==> src/include/rv_config.svh <==
`ifndef RV_CONFIG_SVH
`define RV_CONFIG_SVH

`define XLEN      64
`define NUM_REGS  32
`define DIV_STEPS `XLEN

`endif

==> src/verilog/rv_pkg.sv <==
`include "rv_config.svh"

package rv_pkg;

    typedef logic [`XLEN-1:0]             word_t;
    typedef logic [$clog2(`NUM_REGS)-1:0] reg_idx_t;

    localparam logic [6:0] OPCODE_RTYPE  = 7'b0110011;
    localparam logic [6:0] OPCODE_ITYPE  = 7'b0010011;
    localparam logic [6:0] OPCODE_RTYPEW = 7'b0111011;
    localparam logic [6:0] OPCODE_ITYPEW = 7'b0011011;
    localparam logic [6:0] OPCODE_LUI    = 7'b0110111;
    localparam logic [6:0] OPCODE_AUIPC  = 7'b0010111;

    localparam logic [2:0] FUNC3_ADD  = 3'b000;  // Also SUB, MUL
    localparam logic [2:0] FUNC3_SLL  = 3'b001;
    localparam logic [2:0] FUNC3_SLT  = 3'b010;
    localparam logic [2:0] FUNC3_SLTU = 3'b011;
    localparam logic [2:0] FUNC3_XOR  = 3'b100;  // Also DIV
    localparam logic [2:0] FUNC3_SRL  = 3'b101;  // Also SRA
    localparam logic [2:0] FUNC3_OR   = 3'b110;  // Also REM
    localparam logic [2:0] FUNC3_AND  = 3'b111;  // Also REMU

    localparam logic [2:0] FUNC3_MUL  = 3'b000;
    localparam logic [2:0] FUNC3_DIV  = 3'b100;
    localparam logic [2:0] FUNC3_REM  = 3'b110;
    localparam logic [2:0] FUNC3_REMU = 3'b111;

    localparam logic [6:0] FUNC7_ZERO = 7'b0000000;
    localparam logic [6:0] FUNC7_ALT  = 7'b0100000;  // SUB, SRA
    localparam logic [6:0] FUNC7_RVM  = 7'b0000001;

    localparam logic [5:0] FUNC6_LOGIC = 6'b000000;  // SLLI, SRLI
    localparam logic [5:0] FUNC6_ARITH = 6'b010000;  // SRAI

    typedef enum logic [3:0] {
        ALU_NONE,
        ALU_ADD,
        ALU_SUB,
        ALU_XOR,
        ALU_OR,
        ALU_AND,
        ALU_SLL,
        ALU_SRL,
        ALU_SRA,
        ALU_SLT,
        ALU_SLTU,
        ALU_LUI
    } alu_op_t;

    typedef enum logic [2:0] {
        MDU_NONE,
        MDU_MUL,
        MDU_DIV,
        MDU_REM,
        MDU_REMU
    } mdu_op_t;

    typedef struct packed {
        alu_op_t aluop;
        mdu_op_t mduop;
        logic    reg_write;
        logic    is_imm;
        logic    is_word;
        logic    use_pc;
    } control_t;

    typedef struct packed {
        logic [6:0] funct7;
        reg_idx_t   rs2;
        reg_idx_t   rs1;
        logic [2:0] funct3;
        reg_idx_t   rd;
        logic [6:0] opcode;
    } instr_r_t;

    typedef struct packed {
        logic [19:0] imm20;
        reg_idx_t    rd;
        logic [6:0]  opcode;
    } instr_upper_t;

    typedef union packed {
        instr_r_t     r;
        instr_upper_t u;
    } instr_u;

    typedef struct packed {
        instr_u instr;
        word_t  pc;
    } issue_t;

    typedef struct packed {
        word_t    pc;
        reg_idx_t rd;
        word_t    wdata;
        logic     we;
        logic     trap;
    } retire_t;

endpackage
==> src/verilog/exec_ctrl.sv <==
module exec_ctrl (
    input  logic             clk,
    input  logic             rst_n,
    input  logic             issue_valid,
    input  rv_pkg::issue_t   issue,
    output logic             issue_ready,
    input  rv_pkg::control_t ctl,
    input  rv_pkg::word_t    imm,
    input  rv_pkg::word_t    rdata_a,
    input  rv_pkg::word_t    rdata_b,
    output rv_pkg::alu_op_t  alu_aluop,
    output logic             alu_word,
    output rv_pkg::word_t    alu_a,
    output rv_pkg::word_t    alu_b,
    input  rv_pkg::word_t    alu_result,
    output logic             mdu_start,
    output rv_pkg::mdu_op_t  mdu_op,
    output logic             mdu_word,
    output rv_pkg::word_t    mdu_a,
    output rv_pkg::word_t    mdu_b,
    input  logic             mdu_done,
    input  rv_pkg::word_t    mdu_result,
    output logic             retire_valid,
    output rv_pkg::retire_t  retire,
    input  logic             retire_ready,
    output logic             rf_we,
    output rv_pkg::reg_idx_t rf_waddr,
    output rv_pkg::word_t    rf_wdata
);
    import rv_pkg::*;

    typedef enum logic [1:0] {IDLE, EXEC, MDU_WAIT, RETIRE} state_t;

    state_t   state;
    control_t ctl_q;
    word_t    pc_q;
    reg_idx_t rd_q;
    word_t    opa_q;
    word_t    opb_q;
    logic     accept;
    logic     finish;

    assign accept = issue_valid && issue_ready;
    assign finish = (state == EXEC && ctl_q.mduop == MDU_NONE) ||
                    (state == MDU_WAIT && mdu_done);

    always_ff @(posedge clk) begin
        if (!rst_n) begin
            state     <= IDLE;
            mdu_start <= 1'b0;
        end else begin
            mdu_start <= 1'b0;
            case (state)
                IDLE: begin
                    if (accept)
                        state <= EXEC;
                end
                EXEC: begin
                    if (ctl_q.mduop != MDU_NONE) begin
                        state     <= MDU_WAIT;
                        mdu_start <= 1'b1;  // One-cycle pulse
                    end else begin
                        state <= RETIRE;
                    end
                end
                MDU_WAIT: begin
                    if (mdu_done)
                        state <= RETIRE;
                end
                default: begin
                    if (retire_ready)
                        state <= IDLE;
                end
            endcase
        end
    end

    always_ff @(posedge clk) begin
        if (accept) begin
            ctl_q <= ctl;
            pc_q  <= issue.pc;
            rd_q  <= issue.instr.r.rd;
            opa_q <= ctl.use_pc ? issue.pc : rdata_a;  // AUIPC adds to pc
            opb_q <= ctl.is_imm ? imm : rdata_b;
        end
        if (finish) begin
            retire.pc    <= pc_q;
            retire.rd    <= rd_q;
            retire.wdata <= (state == MDU_WAIT) ? mdu_result : alu_result;
            retire.we    <= ctl_q.reg_write;
            retire.trap  <= (ctl_q == '0);
        end
    end

    assign issue_ready  = (state == IDLE);
    assign retire_valid = (state == RETIRE);

    assign alu_aluop = ctl_q.aluop;
    assign alu_word  = ctl_q.is_word;
    assign alu_a     = opa_q;
    assign alu_b     = opb_q;
    assign mdu_op    = ctl_q.mduop;
    assign mdu_word  = ctl_q.is_word;
    assign mdu_a     = opa_q;
    assign mdu_b     = opb_q;

    assign rf_we    = retire_valid && retire_ready && retire.we;
    assign rf_waddr = retire.rd;
    assign rf_wdata = retire.wdata;

    a_retire_hold: assert property (@(posedge clk) disable iff (!rst_n)
        retire_valid && !retire_ready |=> retire_valid && $stable(retire));

endmodule

==> config.mk <==
export PLATFORM = sky130hd
export DESIGN_NAME = exec_ctrl
export DESIGN_NICKNAME = d
export VERILOG_FILES = /design/src/verilog/rv_pkg.sv /design/src/verilog/exec_ctrl.sv
export VERILOG_INCLUDE_DIRS = /design/src /design/src/include
export SDC_FILE = /design/constraint.sdc
export NUM_CORES = 1
export LEC_CHECK = 0
export BUFFER_PORTS_ARGS = -buffer_cell sky130_fd_sc_hd__buf_4
export CORE_AREA = 2 2 352 354
export DETAILED_ROUTE_END_ITERATION = 16
export DIE_AREA = 0 0 354 356
export SYNTH_ARGS = -nofsm -noshare
export SYNTH_HDL_FRONTEND = slang
export SYNTH_SLANG_ARGS = --single-unit
==> constraint.sdc <==
create_clock -name clk -period 18.2 [get_ports clk]
set_clock_uncertainty 0.2 [all_clocks]
set_input_delay 3.64 -clock clk [delete_from_list [all_inputs] [get_ports clk]]
set_output_delay 3.64 -clock clk [all_outputs]
set_load 0.03 [all_outputs]
# Yosys cells after proc, flatten, opt, wreduce, memory -nomap -nowiden
# Index checks and enable logic that the tools add are counted.
# W data, S select, Z words.
op_classes:
  add_sub_neg: 0
  eq_ne: 5
  n_bitwise: 0
  mul: 0
  div: 0
  mux: 9
  n_shift: 0
  n_reduce_logical: 13
  order_cmp: 0
op_table:
  columns: ["operator", "n"]
  rows:
  - ["$mux W64", 3]
  - ["$logic_not A11 Y1", 1]
  - ["$mux W2", 3]
  - ["$pmux W2 S3", 1]
  - ["$logic_and A1 B1 Y1", 5]
  - ["$eq A2 B2 Y1 const B", 2]
  - ["$reduce_bool A4 Y1", 1]
  - ["$logic_not A3 Y1", 1]
  - ["$reduce_and A3 Y1", 1]
  - ["$reduce_bool A3 Y1", 1]
  - ["$eq A2 B1 Y1 const B", 1]
  - ["$logic_not A2 Y1", 1]
  - ["$mux W1", 2]
  - ["$ne A2 B1 Y1 const B", 1]
  - ["$ne A2 B2 Y1 const B", 1]
  - ["$reduce_and A2 Y1", 1]
  - ["$logic_or A1 B1 Y1", 1]
word_totals:
  elab_cells: 44
  latchBits: 0
  romBits: 0
  regBits: 346
  n_memories: 0
  mem_bits_rw: 0

# Logic depth before layout (Yosys ltp)
logic_depth:
  word_depth: 4
  ltp_mapped: 5
  mapped_depth_nobuf: 5

# Least setup slack after synthesis
# No wires, ideal clock.
synth_path:
  path_kind: "input port to flip-flop"
  startpoint: "input issue_valid"
  endpoint: "register opa_q[0], in the netlist alu_a[0] (enable)"
  cell_stages: 1
  t_arrival_ns: 8.327
  path_slack_ns: 9.080
  setup_ns: 0.593
  cell_sequence: "and2_1"
synth_between:
  elab_chain_len: 1
synth_lines:
  columns: ["element", "line_no", "text"]
  rows:
  - ["from (decl)", "exec_ctrl.sv:4", "input logic issue_valid,"]
  - ["$logic_and A1 B1 Y1", "exec_ctrl.sv:43", "assign accept = issue_valid && issue_ready;"]
  - ["to (signal assigned)", "exec_ctrl.sv:83", "opa_q <= ctl.use_pc ? issue.pc : rdata_a;"]
  - ["to (decl)", "exec_ctrl.sv:38", "word_t opa_q;"]
# No other way between the ends.
# A chain may end at the register's enable or synchronous reset.

# Worst setup path after layout
layout_path:
  startpoint: "input retire_ready"
  endpoint: "output rf_we"
layout_between:
  elab_chain_len: 2
layout_lines:
  columns: ["element", "line_no", "text"]
  rows:
  - ["from (decl)", "exec_ctrl.sv:25", "input logic retire_ready,"]
  - ["$logic_and A1 B1 Y1 (2 in a row)", "exec_ctrl.sv:107", "assign rf_we = retire_valid && retire_ready && retire.we;"]
  - ["to (decl)", "exec_ctrl.sv:26", "output logic rf_we,"]
# No other way between the ends.

==> results by group <==
Worst setup path
  • CP most frequent cell: sky130_fd_sc_hd__buf_4
  • Type of the worst setup path: input pin to output port
  • Delay of the slowest critical-path stage: 0.17 ns
  • Arrival time worst endpoint: 4.13 ns
  • Internal reg-to-reg setup slack: 14.64 ns
  • Critical Path, Cell by Cell: buf_4 -> and3_1 -> buf_4
  • CP endpoint kind: output port
  • Maximum fanout encountered on the critical timing path: 2
  • CP max stage cell: sky130_fd_sc_hd__and3_1
  • Crit path launch type: input pin
  • Buffers and inverters on the worst path: 2
  • Family with the most delay on the worst path: buffers and inverters
  • Required time at the endpoint of the critical path: 14.36 ns

Synthesis
  • Number of warnings reported in the yosys synthesis log: 0
  • Mean instance size in the synthesized netlist: 18.48 sq um
  • Post-synthesis xor/xnor area fraction: 0
  • Post-synthesis instance area: 0.01462 sq mm
  • Synth Area in Simple Gates: 0.006332
  • Synth Area in Adders: 0.003423
  • Distinct cell type count of the synthesized netlist: 25
  • Compound-cell area share of the yosys netlist: 0.003252
  • Largest family of logic cells by synthesized area: multiplexers
  • Number of cells produced by synthesis: 791
  • Flip-flop and latch count after synthesis: 346
  • Synthesized net count: 1227
  • Fraction of synthesized area in multiplexers: 0.1579
  • Fraction of the yosys area taken by sequential cells: 0.7085

Clocking
  • Num Clock Sinks: 346
  • TritonCTS clock tree: yes
  • Number of buffers on the longest clock path: 3
  • Hold Buf Count CTS: 0
  • Clock slew at the register clock pins of the worst setup and hold paths: 0.06 ns
  • Buffer count from post-CTS setup fixing: 0
  • Number of H-tree levels: 2
  • Source-to-sink clock delay at the later pin of the worst-skew pair: 0.62 ns
  • Number of instances resized during post-cts repair: 0
  • Number of buffers created by CTS: 47
  • Root buffer selected by CTS: sky130_fd_sc_hd__clkbuf_16

Floorplan
  • Die Footprint: 0.1260 sq mm
  • Site row count: 129
  • Horizontal extent of the die: 354 um
  • Die height: 356 um
  • Top-Level Pins: 905
  • Core box area: 0.1227 sq mm
  • Initial core utilization: 0.1192

Finish
  • Synthesis-to-finish area growth: 58.77%
  • Filler cells: 13400
  • Footprint of the multi-input gates: 0.002522 sq mm
  • Seq. cell area: 0.01036 sq mm
  • Share of the core filled with cells in the final layout: 0.1892
  • Final Net Count: 1934
  • Fraction of layout instances using a drive strength above 1: 0.7544

Power and ir drop
  • Total leakage power: 0.009210 uW
  • Peak ir drop on the vdd network: 0.06624 mV
  • Net switching component of the power: 1250 uW
  • Net switching share of the total power: 0.3793
  • Clock group share of total power: 0.294
  • Total power density per cell area: 142.0 mW/mm^2
  • Combinational cell fraction of total power: 0.331
  • Sequential share of power: 0.374
  • Int Power: 2045 uW

STA
  • Number of failing setup endpoints in the final timing report: 0
  • Fin crit share: 0.4379
  • Number of max-slew violations in the final report: 0
  • Final sum of negative setup slack: 0 ns
  • Unrepaired setup endpoints after global routing: no
  • Actual transition at the worst max-transition pin: 1.107 ns
  • Final critical-path required period: 7.969 ns
  • Max Fclk: 0.1255 GHz
  • Number of failing hold endpoints at the final stage: 0
  • Worst-case headroom to the max-slew limit: 0.2621

Route
  • DRC: 0
  • Iter 0 DRT Violations: 537
  • Post-DR vias/cell: 3.076
  • WL/cell: 24.85 um
  • Post-detailed-routing wire length: 79310 um
  • Number of search-and-repair iterations in the first detailed-routing pass: 5
  • Number of nets with antenna violations after routing: 0
  • Overall via count from detail_route: 9818

Placement
  • Final weighted congestion in routability-driven placement: 0.8088
  • Detailed Place HPWL: 65410 um
  • Quantity of I/O buffers inserted on ports: 877

Global route
  • Global route total overflow: 0
  • Maximum number of pins on one net before global-route repair: 68
  • Tot GR Track Use: 0.1188
  • Initial antenna violation count: 63
  • Global-route wire length before repair: 97350 um
  • Number of global-route vias before repair: 9429

Flow run
  • Max-capacitance violation count: 0

Status
  • Run status: completed

Worst hold path
  • Min-Delay Path Class: flip-flop to flip-flop
per-stage QoR:
stage | instances | instance area (sq um) | hold slack, ns | setup slack [ns] | total power (uW)
3_3_place_gp | 3086 | 21570 | 0.2012 | 10.21 | 2364
6_report | 3192 | 23210 | 0.2098 | 10.23 | 3296
5_1_grt | 3177 | 23180 | 0.2172 | 10.22 | 3437
4_1_cts | 3172 | 23160 | 0.2126 | 10.21 | 3378
2_1_floorplan | 791 | 14620 | 0.2003 | 9.080 | 1935
3_5_place_dp | 3086 | 21570 | 0.2045 | 10.21 | 2363
kinds of logic (layout without fill, tap and decap cells):
| kind of cell | after synthesis | in the layout |
|---|---|---|
| flip-flops | 346 | 346 |
| buffers and inverters | 228 | 972 |
| multiplexers | 192 | 192 |
| AND/OR/NAND/NOR | 15 | 15 |
| AO/OA/AOI/OAI | 6 | 6 |
| adder cells (fa/ha/maj) | 4 | 4 |
| other | 0 | 20 |
cells in the mapped netlist:
library cell | count | share of area
sky130_fd_sc_hd__o31ai_1 | 2 | 0.0010
sky130_fd_sc_hd__nor3_1 | 1 | 0.00034
sky130_fd_sc_hd__nand2b_1 | 2 | 0.00086
sky130_fd_sc_hd__dfxtp_1 | 3 | 0.0041
sky130_fd_sc_hd__a21boi_0 | 1 | 0.00051
sky130_fd_sc_hd__buf_2 | 2 | 0.00068
sky130_fd_sc_hd__a22o_1 | 1 | 0.00060
sky130_fd_sc_hd__and2_1 | 1 | 0.00043
sky130_fd_sc_hd__inv_1 | 2 | 0.00051
sky130_fd_sc_hd__nor2b_1 | 2 | 0.00086
sky130_fd_sc_hd__nor2_1 | 1 | 0.00026
sky130_fd_sc_hd__nor4_1 | 2 | 0.00086
sky130_fd_sc_hd__nand4b_1 | 1 | 0.00060
sky130_fd_sc_hd__buf_6 | 17 | 0.013
sky130_fd_sc_hd__mux2_4 | 39 | 0.040
sky130_fd_sc_hd__and3_1 | 2 | 0.00086
sky130_fd_sc_hd__ha_1 | 4 | 0.0034
sky130_fd_sc_hd__nor3_2 | 1 | 0.00068
sky130_fd_sc_hd__a211oi_1 | 1 | 0.00051
sky130_fd_sc_hd__edfxtp_1 | 343 | 0.70
sky130_fd_sc_hd__buf_4 | 207 | 0.11
sky130_fd_sc_hd__nand3_1 | 1 | 0.00034
sky130_fd_sc_hd__nand2_1 | 1 | 0.00026
sky130_fd_sc_hd__o311ai_0 | 1 | 0.00060
sky130_fd_sc_hd__mux2_2 | 153 | 0.12
layer usage:
layer | wire (um) | vias to the layer above | global-route usage | part of all wire
li1 | - | 4209 | - | -
met1 | 30330 | 4866 | 0.1372 | 0.38
met2 | 37670 | 557 | 0.1920 | 0.47
met3 | 8817 | 132 | 0.05823 | 0.11
met4 | 2147 | 54 | 0.03822 | 0.027
met5 | 346 | - | 0 | 0.0044
worst register-to-register path: cells and delay by family, from the launching register on:
family                     cells  cell delay [ns]
adders and majority gates      1             0.30
buffers and inverters          3             1.67
and+or+nand+nor                1             0.65
DFF                            1             0.34
layout by cell type, fill, tap and decap left out, types with 4 or more instances in the layout:
cell type / netlist / routed
sky130_fd_sc_hd__edfxtp_1: 343 / 343
sky130_fd_sc_hd__inv_6: 0 / 4
sky130_fd_sc_hd__diode_2: 0 / 20
sky130_fd_sc_hd__clkinvlp_4: 0 / 4
sky130_fd_sc_hd__clkinv_2: 0 / 6
sky130_fd_sc_hd__clkinv_4: 0 / 6
sky130_fd_sc_hd__buf_4: 207 / 884
sky130_fd_sc_hd__clkbuf_16: 0 / 47
sky130_fd_sc_hd__mux2_2: 153 / 153
sky130_fd_sc_hd__bufinv_16: 0 / 5
sky130_fd_sc_hd__mux2_4: 39 / 39
sky130_fd_sc_hd__clkinv_1: 0 / 5
final cells by class:
cell class	count	share of cell area
Clock buffer	50	0.05115
Antenna cell	20	0.002156
Inverter	2	0.0003234
Timing Repair Buffer	884	0.2859
Clock inverter	36	0.01735
Tap cell	1637	0.08823
Multi-Input combinational cell	217	0.1087
Sequential cell	346	0.4463
path summary, 6_finish.rpt:
kind                                    from           to  depth (start not counted)
worst min-delay path                pc_q[36]  retire[107]                          0
worst min register to register      pc_q[36]  retire[107]                          0
worst max-delay path            retire_ready        rf_we                          3
worst max register to register      state[0]     alu_b[9]                          5
power by group through the flow:
stage                     registers [uW]  logic [uW]  clock network (uW)
after floorplan                     1440         500                   0
after global placement              1250        1110                   0
after detailed placement            1250        1110                   0
after CTS                           1240        1110                1020
after global routing                1250        1140                1040
final                               1230        1090                 970
state kept, by name, summed over array words and instances (netlist names), 3 cells and up:
signal and flops:
alu_b 64, alu_aluop 4, mdu_op 3, rf_waddr 5
alu_a 64, retire 66, ctl_q 3, rf_wdata 64
rd_q 5, pc_q 64
Note: power is estimated with default switching activity, not from simulation.
