File: src/include/rv_config.svh
`ifndef RV_CONFIG_SVH
`define RV_CONFIG_SVH

`define XLEN      64
`define NUM_REGS  32
`define DIV_STEPS `XLEN

`endif

File: src/verilog/rv_pkg.sv
`include "rv_config.svh"

package rv_pkg;

    typedef logic [`XLEN-1:0]             word_t;
    typedef logic [$clog2(`NUM_REGS)-1:0] reg_idx_t;

    localparam logic [6:0] OPCODE_RTYPE  = 7'b0110011;
    localparam logic [6:0] OPCODE_ITYPE  = 7'b0010011;
    localparam logic [6:0] OPCODE_RTYPEW = 7'b0111011;
    localparam logic [6:0] OPCODE_ITYPEW = 7'b0011011;
    localparam logic [6:0] OPCODE_LUI    = 7'b0110111;
    localparam logic [6:0] OPCODE_AUIPC  = 7'b0010111;

    localparam logic [2:0] FUNC3_ADD  = 3'b000;  // Also SUB, MUL
    localparam logic [2:0] FUNC3_SLL  = 3'b001;
    localparam logic [2:0] FUNC3_SLT  = 3'b010;
    localparam logic [2:0] FUNC3_SLTU = 3'b011;
    localparam logic [2:0] FUNC3_XOR  = 3'b100;  // Also DIV
    localparam logic [2:0] FUNC3_SRL  = 3'b101;  // Also SRA
    localparam logic [2:0] FUNC3_OR   = 3'b110;  // Also REM
    localparam logic [2:0] FUNC3_AND  = 3'b111;  // Also REMU

    localparam logic [2:0] FUNC3_MUL  = 3'b000;
    localparam logic [2:0] FUNC3_DIV  = 3'b100;
    localparam logic [2:0] FUNC3_REM  = 3'b110;
    localparam logic [2:0] FUNC3_REMU = 3'b111;

    localparam logic [6:0] FUNC7_ZERO = 7'b0000000;
    localparam logic [6:0] FUNC7_ALT  = 7'b0100000;  // SUB, SRA
    localparam logic [6:0] FUNC7_RVM  = 7'b0000001;

    localparam logic [5:0] FUNC6_LOGIC = 6'b000000;  // SLLI, SRLI
    localparam logic [5:0] FUNC6_ARITH = 6'b010000;  // SRAI

    typedef enum logic [3:0] {
        ALU_NONE,
        ALU_ADD,
        ALU_SUB,
        ALU_XOR,
        ALU_OR,
        ALU_AND,
        ALU_SLL,
        ALU_SRL,
        ALU_SRA,
        ALU_SLT,
        ALU_SLTU,
        ALU_LUI
    } alu_op_t;

    typedef enum logic [2:0] {
        MDU_NONE,
        MDU_MUL,
        MDU_DIV,
        MDU_REM,
        MDU_REMU
    } mdu_op_t;

    typedef struct packed {
        alu_op_t aluop;
        mdu_op_t mduop;
        logic    reg_write;
        logic    is_imm;
        logic    is_word;
        logic    use_pc;
    } control_t;

    typedef struct packed {
        logic [6:0] funct7;
        reg_idx_t   rs2;
        reg_idx_t   rs1;
        logic [2:0] funct3;
        reg_idx_t   rd;
        logic [6:0] opcode;
    } instr_r_t;

    typedef struct packed {
        logic [19:0] imm20;
        reg_idx_t    rd;
        logic [6:0]  opcode;
    } instr_upper_t;

    typedef union packed {
        instr_r_t     r;
        instr_upper_t u;
    } instr_u;

    typedef struct packed {
        instr_u instr;
        word_t  pc;
    } issue_t;

    typedef struct packed {
        word_t    pc;
        reg_idx_t rd;
        word_t    wdata;
        logic     we;
        logic     trap;
    } retire_t;

endpackage
File: src/verilog/decoder.sv
`include "rv_config.svh"

module decoder (
    input  rv_pkg::instr_u   raw_instr,
    output rv_pkg::word_t    imm,
    output rv_pkg::control_t ctl
);
    import rv_pkg::*;

    logic [6:0] opcode;
    logic [6:0] f7;
    logic [5:0] f6;
    logic [2:0] f3;
    logic       is_w;
    logic       shamt_ok;

    assign opcode   = raw_instr.r.opcode;
    assign f7       = raw_instr.r.funct7;
    assign f6       = raw_instr.r.funct7[6:1];
    assign f3       = raw_instr.r.funct3;
    assign is_w     = (opcode == OPCODE_RTYPEW) || (opcode == OPCODE_ITYPEW);
    assign shamt_ok = !(is_w && f7[0]);  // Word shifts allow 5-bit amounts only

    always_comb begin
        ctl = '0;
        imm = {{(`XLEN-12){f7[6]}}, f7, raw_instr.r.rs2};  // I-type
        case (opcode)
            OPCODE_RTYPE, OPCODE_RTYPEW: begin
                ctl.is_word = is_w;
                case (f7)
                    FUNC7_ZERO: begin
                        case (f3)
                            FUNC3_ADD:  ctl.aluop = ALU_ADD;
                            FUNC3_SLL:  ctl.aluop = ALU_SLL;
                            FUNC3_SRL:  ctl.aluop = ALU_SRL;
                            FUNC3_SLT:  ctl.aluop = is_w ? ALU_NONE : ALU_SLT;
                            FUNC3_SLTU: ctl.aluop = is_w ? ALU_NONE : ALU_SLTU;
                            FUNC3_XOR:  ctl.aluop = is_w ? ALU_NONE : ALU_XOR;
                            FUNC3_OR:   ctl.aluop = is_w ? ALU_NONE : ALU_OR;
                            default:    ctl.aluop = is_w ? ALU_NONE : ALU_AND;
                        endcase
                    end
                    FUNC7_ALT: begin
                        case (f3)
                            FUNC3_ADD: ctl.aluop = ALU_SUB;
                            FUNC3_SRL: ctl.aluop = ALU_SRA;
                            default:   ctl.aluop = ALU_NONE;
                        endcase
                    end
                    FUNC7_RVM: begin
                        case (f3)
                            FUNC3_MUL:  ctl.mduop = MDU_MUL;  // MULW when is_word
                            FUNC3_DIV:  ctl.mduop = is_w ? MDU_NONE : MDU_DIV;
                            FUNC3_REM:  ctl.mduop = is_w ? MDU_NONE : MDU_REM;
                            FUNC3_REMU: ctl.mduop = is_w ? MDU_NONE : MDU_REMU;
                            default:    ctl.mduop = MDU_NONE;
                        endcase
                    end
                    default: ctl = '0;
                endcase
            end
            OPCODE_ITYPE, OPCODE_ITYPEW: begin
                ctl.is_imm  = 1'b1;
                ctl.is_word = is_w;
                case (f3)
                    FUNC3_ADD:  ctl.aluop = ALU_ADD;
                    FUNC3_SLT:  ctl.aluop = is_w ? ALU_NONE : ALU_SLT;
                    FUNC3_SLTU: ctl.aluop = is_w ? ALU_NONE : ALU_SLTU;
                    FUNC3_XOR:  ctl.aluop = is_w ? ALU_NONE : ALU_XOR;
                    FUNC3_OR:   ctl.aluop = is_w ? ALU_NONE : ALU_OR;
                    FUNC3_AND:  ctl.aluop = is_w ? ALU_NONE : ALU_AND;
                    FUNC3_SLL: begin
                        if (f6 == FUNC6_LOGIC && shamt_ok)
                            ctl.aluop = ALU_SLL;
                    end
                    default: begin
                        case (f6)
                            FUNC6_LOGIC: ctl.aluop = shamt_ok ? ALU_SRL : ALU_NONE;
                            FUNC6_ARITH: ctl.aluop = shamt_ok ? ALU_SRA : ALU_NONE;
                            default:     ctl.aluop = ALU_NONE;
                        endcase
                    end
                endcase
            end
            OPCODE_LUI, OPCODE_AUIPC: begin
                imm = {{(`XLEN-32){raw_instr.u.imm20[19]}}, raw_instr.u.imm20, 12'b0};
                ctl.is_imm = 1'b1;
                ctl.use_pc = (opcode == OPCODE_AUIPC);
                ctl.aluop  = (opcode == OPCODE_AUIPC) ? ALU_ADD : ALU_LUI;
            end
            default: ctl = '0;
        endcase
        ctl.reg_write = (ctl.aluop != ALU_NONE) || (ctl.mduop != MDU_NONE);
        if (!ctl.reg_write)
            ctl = '0;  // Not executable
    end

endmodule

File: config.mk
export PLATFORM = sky130hd
export DESIGN_NAME = decoder
export DESIGN_NICKNAME = d
export VERILOG_FILES = /design/src/verilog/rv_pkg.sv /design/src/verilog/decoder.sv
export VERILOG_INCLUDE_DIRS = /design/src /design/src/include
export SDC_FILE = /design/constraint.sdc
export NUM_CORES = 1
export LEC_CHECK = 0
export BUFFER_PORTS_ARGS = -buffer_cell sky130_fd_sc_hd__buf_2
export CORE_MARGIN = 5
export CORE_UTILIZATION = 36
export DETAILED_ROUTE_END_ITERATION = 10
export PLACE_DENSITY = 0.83
export SLEW_MARGIN = 20
export SYNTH_ARGS = -nofsm -noshare
export SYNTH_HDL_FRONTEND = slang
export SYNTH_SLANG_ARGS = --single-unit
File: constraint.sdc
create_clock -name vclk -period 2.6
set_clock_uncertainty 0.1 [all_clocks]
set_input_delay 0.39 -clock vclk [all_inputs]
set_output_delay 0.39 -clock vclk [all_outputs]
set_load 0.01 [all_outputs]
Yosys cells after proc, flatten, opt, wreduce, memory -nomap -nowiden
Cells that the tools add are included.
Storage, ports and cells
  register bits: 0
  input port bits: 32
  output and inout bits: 75
  logic and storage cells: 58
Cells by class
  equal/unequal tests: 16
  muxes and demuxes: 27
  reductions and logical operators: 15
Operators with widths (number)
  $pmux 4 s7: 2
  $mux 31: 1
  $eq 7x6->1 const B: 4
  $pmux 4 s2: 3
  $eq 7x5->1 const B: 3
  $mux 4: 5
  $mux 3: 6
  $eq 3x3->1 const B: 4
  $pmux 3 s4: 1
  $pmux 4 s3: 1
  $mux 11: 1
  $mux 2: 4
  $eq 7x1->1 const B: 1
  $logic_not 7->1: 1
  $eq 3x2->1 const B: 2
  $eq 6x5->1 const B: 1
  $logic_not 6->1: 1
  $pmux 1 s2: 3
  $reduce_or 2->1: 3
  $reduce_bool 4->1: 1
  $reduce_or 4->1: 1
  $eq 3x1->1 const B: 1
  $logic_not 3->1: 1
  $reduce_bool 3->1: 1
  other kinds (4): 6

Longest topological paths before layout
Gate-level depths: netlist (run 1).
  depth after elaboration: 11
  depth in mapped cells: 6
  gate-level depth less buffers: 5

Worst setup path before layout (run 1)
OpenSTA, ideal clock, no wires.
  path kind: input to output
  from: input port raw_instr[6] in the netlist's numbering
  to: output port ctl[1] in the netlist's numbering
  arrival: 1.713 ns
  data required time: 2.110 ns
  slack: 0.397 ns
  stages on the path: 5
  buffers on the path: 0
  cell sequence: nand4b_1 or3_1 a221oi_1 nor4_2 a221oi_2
RTL lines
  start: declaration: line decoder.sv:4  | input rv_pkg::instr_u raw_instr,
  end: declaration: line decoder.sv:6  | output rv_pkg::control_t ctl

==> results of run 1 <==
final timing paths:
check | to | start | slack (ps)
max | ctl[1] | raw_instr[27] | 90
min | imm[19] | raw_instr[19] | 960
cell families after synthesis:
group / count (synthesis)
compound gates: 40
buf+inv: 43
simple gates: 55
area by class of cell:
| type | count | share of cell area |
|---|---|---|
| multi-input cells | 95 | 0.521 |
| repair buffers | 109 | 0.444 |
| well taps | 30 | 0.0296 |
| inverters | 2 | 0.00592 |
routing by layer:
| metal | part of all wire | global-route usage | vias up |
|---|---|---|---|
| met2 | 0.50 | 0.270 | 76 |
| met1 | 0.38 | 0.207 | 522 |
| met5 | 0 | 0 | - |
| li1 | - | - | 595 |
| met3 | 0.12 | 0.0189 | 0 |
| met4 | 0 | 0 | 0 |
placed cells by master (no fill, tap or decap), drive strengths merged:
| cell type | netlist | routed |
|---|---|---|
| o2111ai | 2 | 2 |
| and4b | 1 | 1 |
| nand4b | 1 | 1 |
| nand2 | 7 | 7 |
| nand3 | 2 | 2 |
| nand4 | 2 | 2 |
| and4 | 1 | 1 |
| nand2b | 3 | 3 |
| o21ai | 5 | 5 |
| and2 | 4 | 4 |
| or3 | 1 | 1 |
| nor2 | 6 | 6 |
| o21a | 1 | 1 |
| o211a | 1 | 1 |
| and3b | 1 | 1 |
| a21o | 21 | 21 |
| and3 | 3 | 3 |
| buf | 36 | 109 |
| a21oi | 5 | 5 |
| nor4b | 1 | 1 |
| a31o | 1 | 1 |
| inv | 2 | 2 |
| nor2b | 16 | 16 |
| nor3b | 1 | 1 |
| a41oi | 1 | 1 |
| nor3 | 2 | 2 |
| a221oi | 2 | 2 |
| or4 | 1 | 1 |
| nor4 | 2 | 2 |
| a21boi | 1 | 1 |
metrics by stage:
step	instances	utilization	cell area, um^2
final	236	0.508	1270
after global routing	236	0.508	1270
after CTS	236	0.508	1270
after detailed placement	236	0.508	1270
after global placement	236	0.508	1270
after floorplan	138	-	943
cells in the mapped netlist, types with 2 or more instances:
| library cell | n | share of area |
|---|---|---|
| a21oi_1 | 5 | 0.027 |
| nand4_1 | 2 | 0.013 |
| inv_1 | 2 | 0.0080 |
| and2_1 | 4 | 0.027 |
| o21ai_1 | 3 | 0.016 |
| o2111ai_1 | 2 | 0.019 |
| nor2_1 | 4 | 0.016 |
| buf_2 | 3 | 0.016 |
| nand2b_1 | 3 | 0.020 |
| buf_4 | 33 | 0.26 |
| nand3_1 | 2 | 0.011 |
| and3_1 | 3 | 0.020 |
| a21o_1 | 21 | 0.17 |
| nor2_4 | 2 | 0.024 |
| nor2b_1 | 16 | 0.11 |
| nand2_1 | 7 | 0.028 |
| clkbuf_1 | 5 | 0.020 |
| o21ai_0 | 2 | 0.011 |
power by group:
group | internal, mW | switching [mW] | total [mW] | leakage [nW]
sequential | 0 | 0 | 0 | 0
combinational | 0.0817 | 0.104 | 0.186 | 0.781
clock | 0 | 0 | 0 | 0
==> flow_metrics.env, run 1 <==
export IMPL_status="completed"
export IMPL_grtUsageTotal=0.152
export IMPL_synth_compound_area_share=0.309
export IMPL_slowest_delay_ps=560
export IMPL_critPathSlowestCell="or4_4"
export IMPL_holdWs_ps=959
export IMPL_required_ps=2110
export IMPL_antenna_cells=0
export IMPL_hold_depth=3
export IMPL_ys_warn_count=0
export IMPL_post_cts_buffers=0
export IMPL_area_growth_pct=34.5
export IMPL_seq_cells=0
export IMPL_grt_pass1_vias=1034
export IMPL_multi_input_area_um2=661
export IMPL_antenna_found_initial=0
export IMPL_ir_worst_vdd_mv=0.0904
export IMPL_setup_ws_ps=90.8
export IMPL_cp_num_buf_inv=2
export IMPL_ys_seq_area_frac=0
export IMPL_leakagePower_nw=0.781
export IMPL_hold_viol_final=0
export IMPL_clkbuf_count=0
export IMPL_maxSlewHeadroom=0.681
export IMPL_overflow=0
export IMPL_first_pass_iters=4
export IMPL_cp_top_family="simple AND/OR/NAND/NOR gates"
export IMPL_synthMuxAreaShare=0
export IMPL_holdCritPathClass="in -> out"
export IMPL_drc=0
export IMPL_drt_iter0_drc=74
export IMPL_min_period_ps=2510
export IMPL_yosys_area_share_simple=0.385
export IMPL_ios=107
export IMPL_hpwl_um=2760
export IMPL_drv_cap=0
export IMPL_worstPathCellList="buf_2 -> or4_4 -> nor3_2 -> nand4_1 -> and4b_4 -> a221oi_2 -> buf_2"
export IMPL_die_x_um=61.2
export IMPL_initial_core_util=0.377
export IMPL_grt_pass1_wl_um=4550
export IMPL_numPortBuffers=102
export IMPL_syn_cell_area_um2=943
export IMPL_grt_max_degree=35
export IMPL_cts_resized=0
export IMPL_fin_tns_setup_ps=0
export IMPL_synth_fa_ha_area_frac=0
export IMPL_fmax_ghz=0.399
export IMPL_antenna_left=0
export IMPL_vias_per_cell=5.06
export IMPL_synth_xor_area_share=0
export IMPL_p_per_area_mw_per_mm2=146
export IMPL_fp_row_count=18
export IMPL_finalCritPeriodShare=0.965
export IMPL_setup_violations=0
export IMPL_avgRoutedWirePerCell_um=13.7
export IMPL_cp_max_fo=4
export IMPL_n_fill_cell=268
export IMPL_vias=1193
export IMPL_drive_above_1_share=0.573
export IMPL_total_power_mw=0.186
export IMPL_place_congestion=0.918
export IMPL_cts_hold_buf=0
export IMPL_worstMarginPinSlew_ps=472
export IMPL_path_class="in -> out"
export IMPL_nets=240
export IMPL_rsz0062_at_grt="false"
export IMPL_pre_cts_slack_ps=98.0
export IMPL_synth_top_family_by_area="simple AND/OR/NAND/NOR gates"
export IMPL_end_kind="output port"
export IMPL_crit_path_start_kind="input pin"
export IMPL_avgSynthCellArea_um2=6.84
export IMPL_drv_slew=0
export IMPL_dieArea_mm2=0.00374
export IMPL_syn_nets=170
export IMPL_netlist_instances=138
export IMPL_path_depth=7
export IMPL_routed_wl_um=3240
export IMPL_ys_types=37
export IMPL_die_h_um=61.2
export IMPL_register_area_um2=0
export IMPL_core_area_mm2=0.00250
export IMPL_crit_path_frequent_cell="buf_2"
export IMPL_crit_arrival_ps=2020
No activity file was read; power rests on OpenSTA's default activity.
==> run 2: changes to the inputs <==
Settings changed: CORE_UTILIZATION 36 to 35, PLACE_DENSITY 0.83 to 0.81.
Clock period 2.6 ns to 3.05 ns, I/O delays scaled along.
==> run 2 against run 1 <==
Effect of this change:
- worst setup slack better by 190 ps
- die area rose by 2.4%
- clock-buffer cell count stayed put
- first-iteration DRC count down 45%
- worst hold slack improved by 130 ps
- critical path depth unchanged
- critical endpoint unchanged
==> flow_metrics.env, run 2 (same netlist as run 1, synthesis figures left out) <==
export IMPL_setup_violations=0
export IMPL_seq_cells=0
export IMPL_status="completed"
export IMPL_leakagePower_nw=0.772
export IMPL_crit_path_start_kind="input pin"
export IMPL_register_area_um2=0
export IMPL_finish_utilization=0.497
export IMPL_finalCritPeriodShare=0.907
export IMPL_min_period_ps=2770
export IMPL_instances_no_fill=234
export IMPL_post_cts_buffers=0
export IMPL_grt_max_degree=24
export IMPL_grtUsageTotal=0.153
export IMPL_place_congestion=0.814
export IMPL_drv_slew=0
export IMPL_mostFrequentLayoutCells="102 x buf_2, 21 x a21o_1, 16 x nor2b_1"
export IMPL_drv_cap=0
export IMPL_hold_depth=3
export IMPL_grt_pass1_wl_um=4640
export IMPL_dieArea_mm2=0.00383
export IMPL_fmax_ghz=0.361
export IMPL_drive_above_1_share=0.569
export IMPL_fin_tns_setup_ps=0
export IMPL_p_per_area_mw_per_mm2=126
export IMPL_cts_hold_buf=0
export IMPL_path_class="in -> out"
export IMPL_cts_resized=0
export IMPL_final_cell_area_mm2=0.00125
export IMPL_worstMarginPinSlew_ps=526
export IMPL_end_kind="output port"
export IMPL_antenna_cells=0
export IMPL_vias=1156
export IMPL_drc=0
export IMPL_die_h_um=61.9
export IMPL_rsz0062_at_grt="false"
export IMPL_avgRoutedWirePerCell_um=13.7
export IMPL_core_area_mm2=0.00252
export IMPL_vias_per_cell=4.94
export IMPL_ios=107
export IMPL_dp_cells=234
export IMPL_hold_viol_final=0
export IMPL_die_x_um=61.9
export IMPL_fp_row_count=18
export IMPL_initial_core_util=0.374
export IMPL_numPortBuffers=102
export IMPL_final_common_cell="buf_2"
export IMPL_maxSlewHeadroom=0.646
export IMPL_cp_max_fo=4
export IMPL_holdCritPathClass="in -> out"
export IMPL_setup_ws_ps=283
export IMPL_worstHoldEndpoint="imm[15]"
export IMPL_crit_arrival_ps=2210
export IMPL_routed_wl_um=3200
export IMPL_ir_worst_vdd_mv=0.0813
export IMPL_clkbuf_count=0
export IMPL_antenna_found_initial=0
export IMPL_pre_cts_slack_ps=340
export IMPL_place_area_mm2=0.00125
export IMPL_drt_iter0_drc=41
export IMPL_first_pass_iters=4
export IMPL_hpwl_um=2690
export IMPL_nets=238
export IMPL_antenna_left=0
export IMPL_area_growth_pct=32.9
export IMPL_grt_pass1_vias=1042
export IMPL_overflow=0
export IMPL_required_ps=2490
export IMPL_min_delay_start="raw_instr[15]"
run 2: cell types whose count changed in the layout (fill, tap and decap cells not counted):
cell,delta
buf_4,-2
run 2: where the power goes:
group	total (mW)	switching (mW)	internal (mW)
Sequential	0	0	0
Clock	0	0	0
Combinational	0.157	0.0886	0.0689
run 2: worst max-delay path, cell delays in order:
cell and delay (ps):
buf_2 90, nand4b_1 330, nor4b_1 530, a41oi_1 130, and4b_4 250, a221oi_2 250
buf_2 170
run 2: routing by layer:
metal | track usage | vias to the layer above | wire length (um)
met1 | 0.214 | 503 | 1300
li1 | - | 588 | -
met3 | 0.0124 | 3 | 314
met2 | 0.271 | 62 | 1570
met4 | 0.00303 | 0 | 10
met5 | 0 | - | 0
run 2: cell type report:
| class | count | area, um^2 |
|---|---|---|
| fill | 285 | 1270 |
| multi-input combinational | 95 | 661 |
| timing repair buffer | 107 | 548 |
| tap | 30 | 37.5 |
| inverter | 2 | 7.51 |
run 2: per-stage QoR:
stage,hold WS (ps),power [mW]
after floorplan,869,0.106
after global placement,1090,0.156
after detailed placement,1090,0.158
after CTS,1090,0.159
after global routing,1120,0.175
final,1090,0.157
run 2: worst max-delay path by stage:
stage | start | slack, ps | cells past startpoint | end
6_report | raw_instr[6] | 280 | 7 | ctl[1]
5_1_grt | raw_instr[27] | 190 | 7 | ctl[1]
4_1_cts | raw_instr[27] | 340 | 7 | ctl[1]
3_5_place_dp | raw_instr[6] | 340 | 7 | ctl[1]
3_3_place_gp | raw_instr[6] | 340 | 7 | ctl[1]
2_1_floorplan | raw_instr[6] | 710 | 5 | ctl[1]
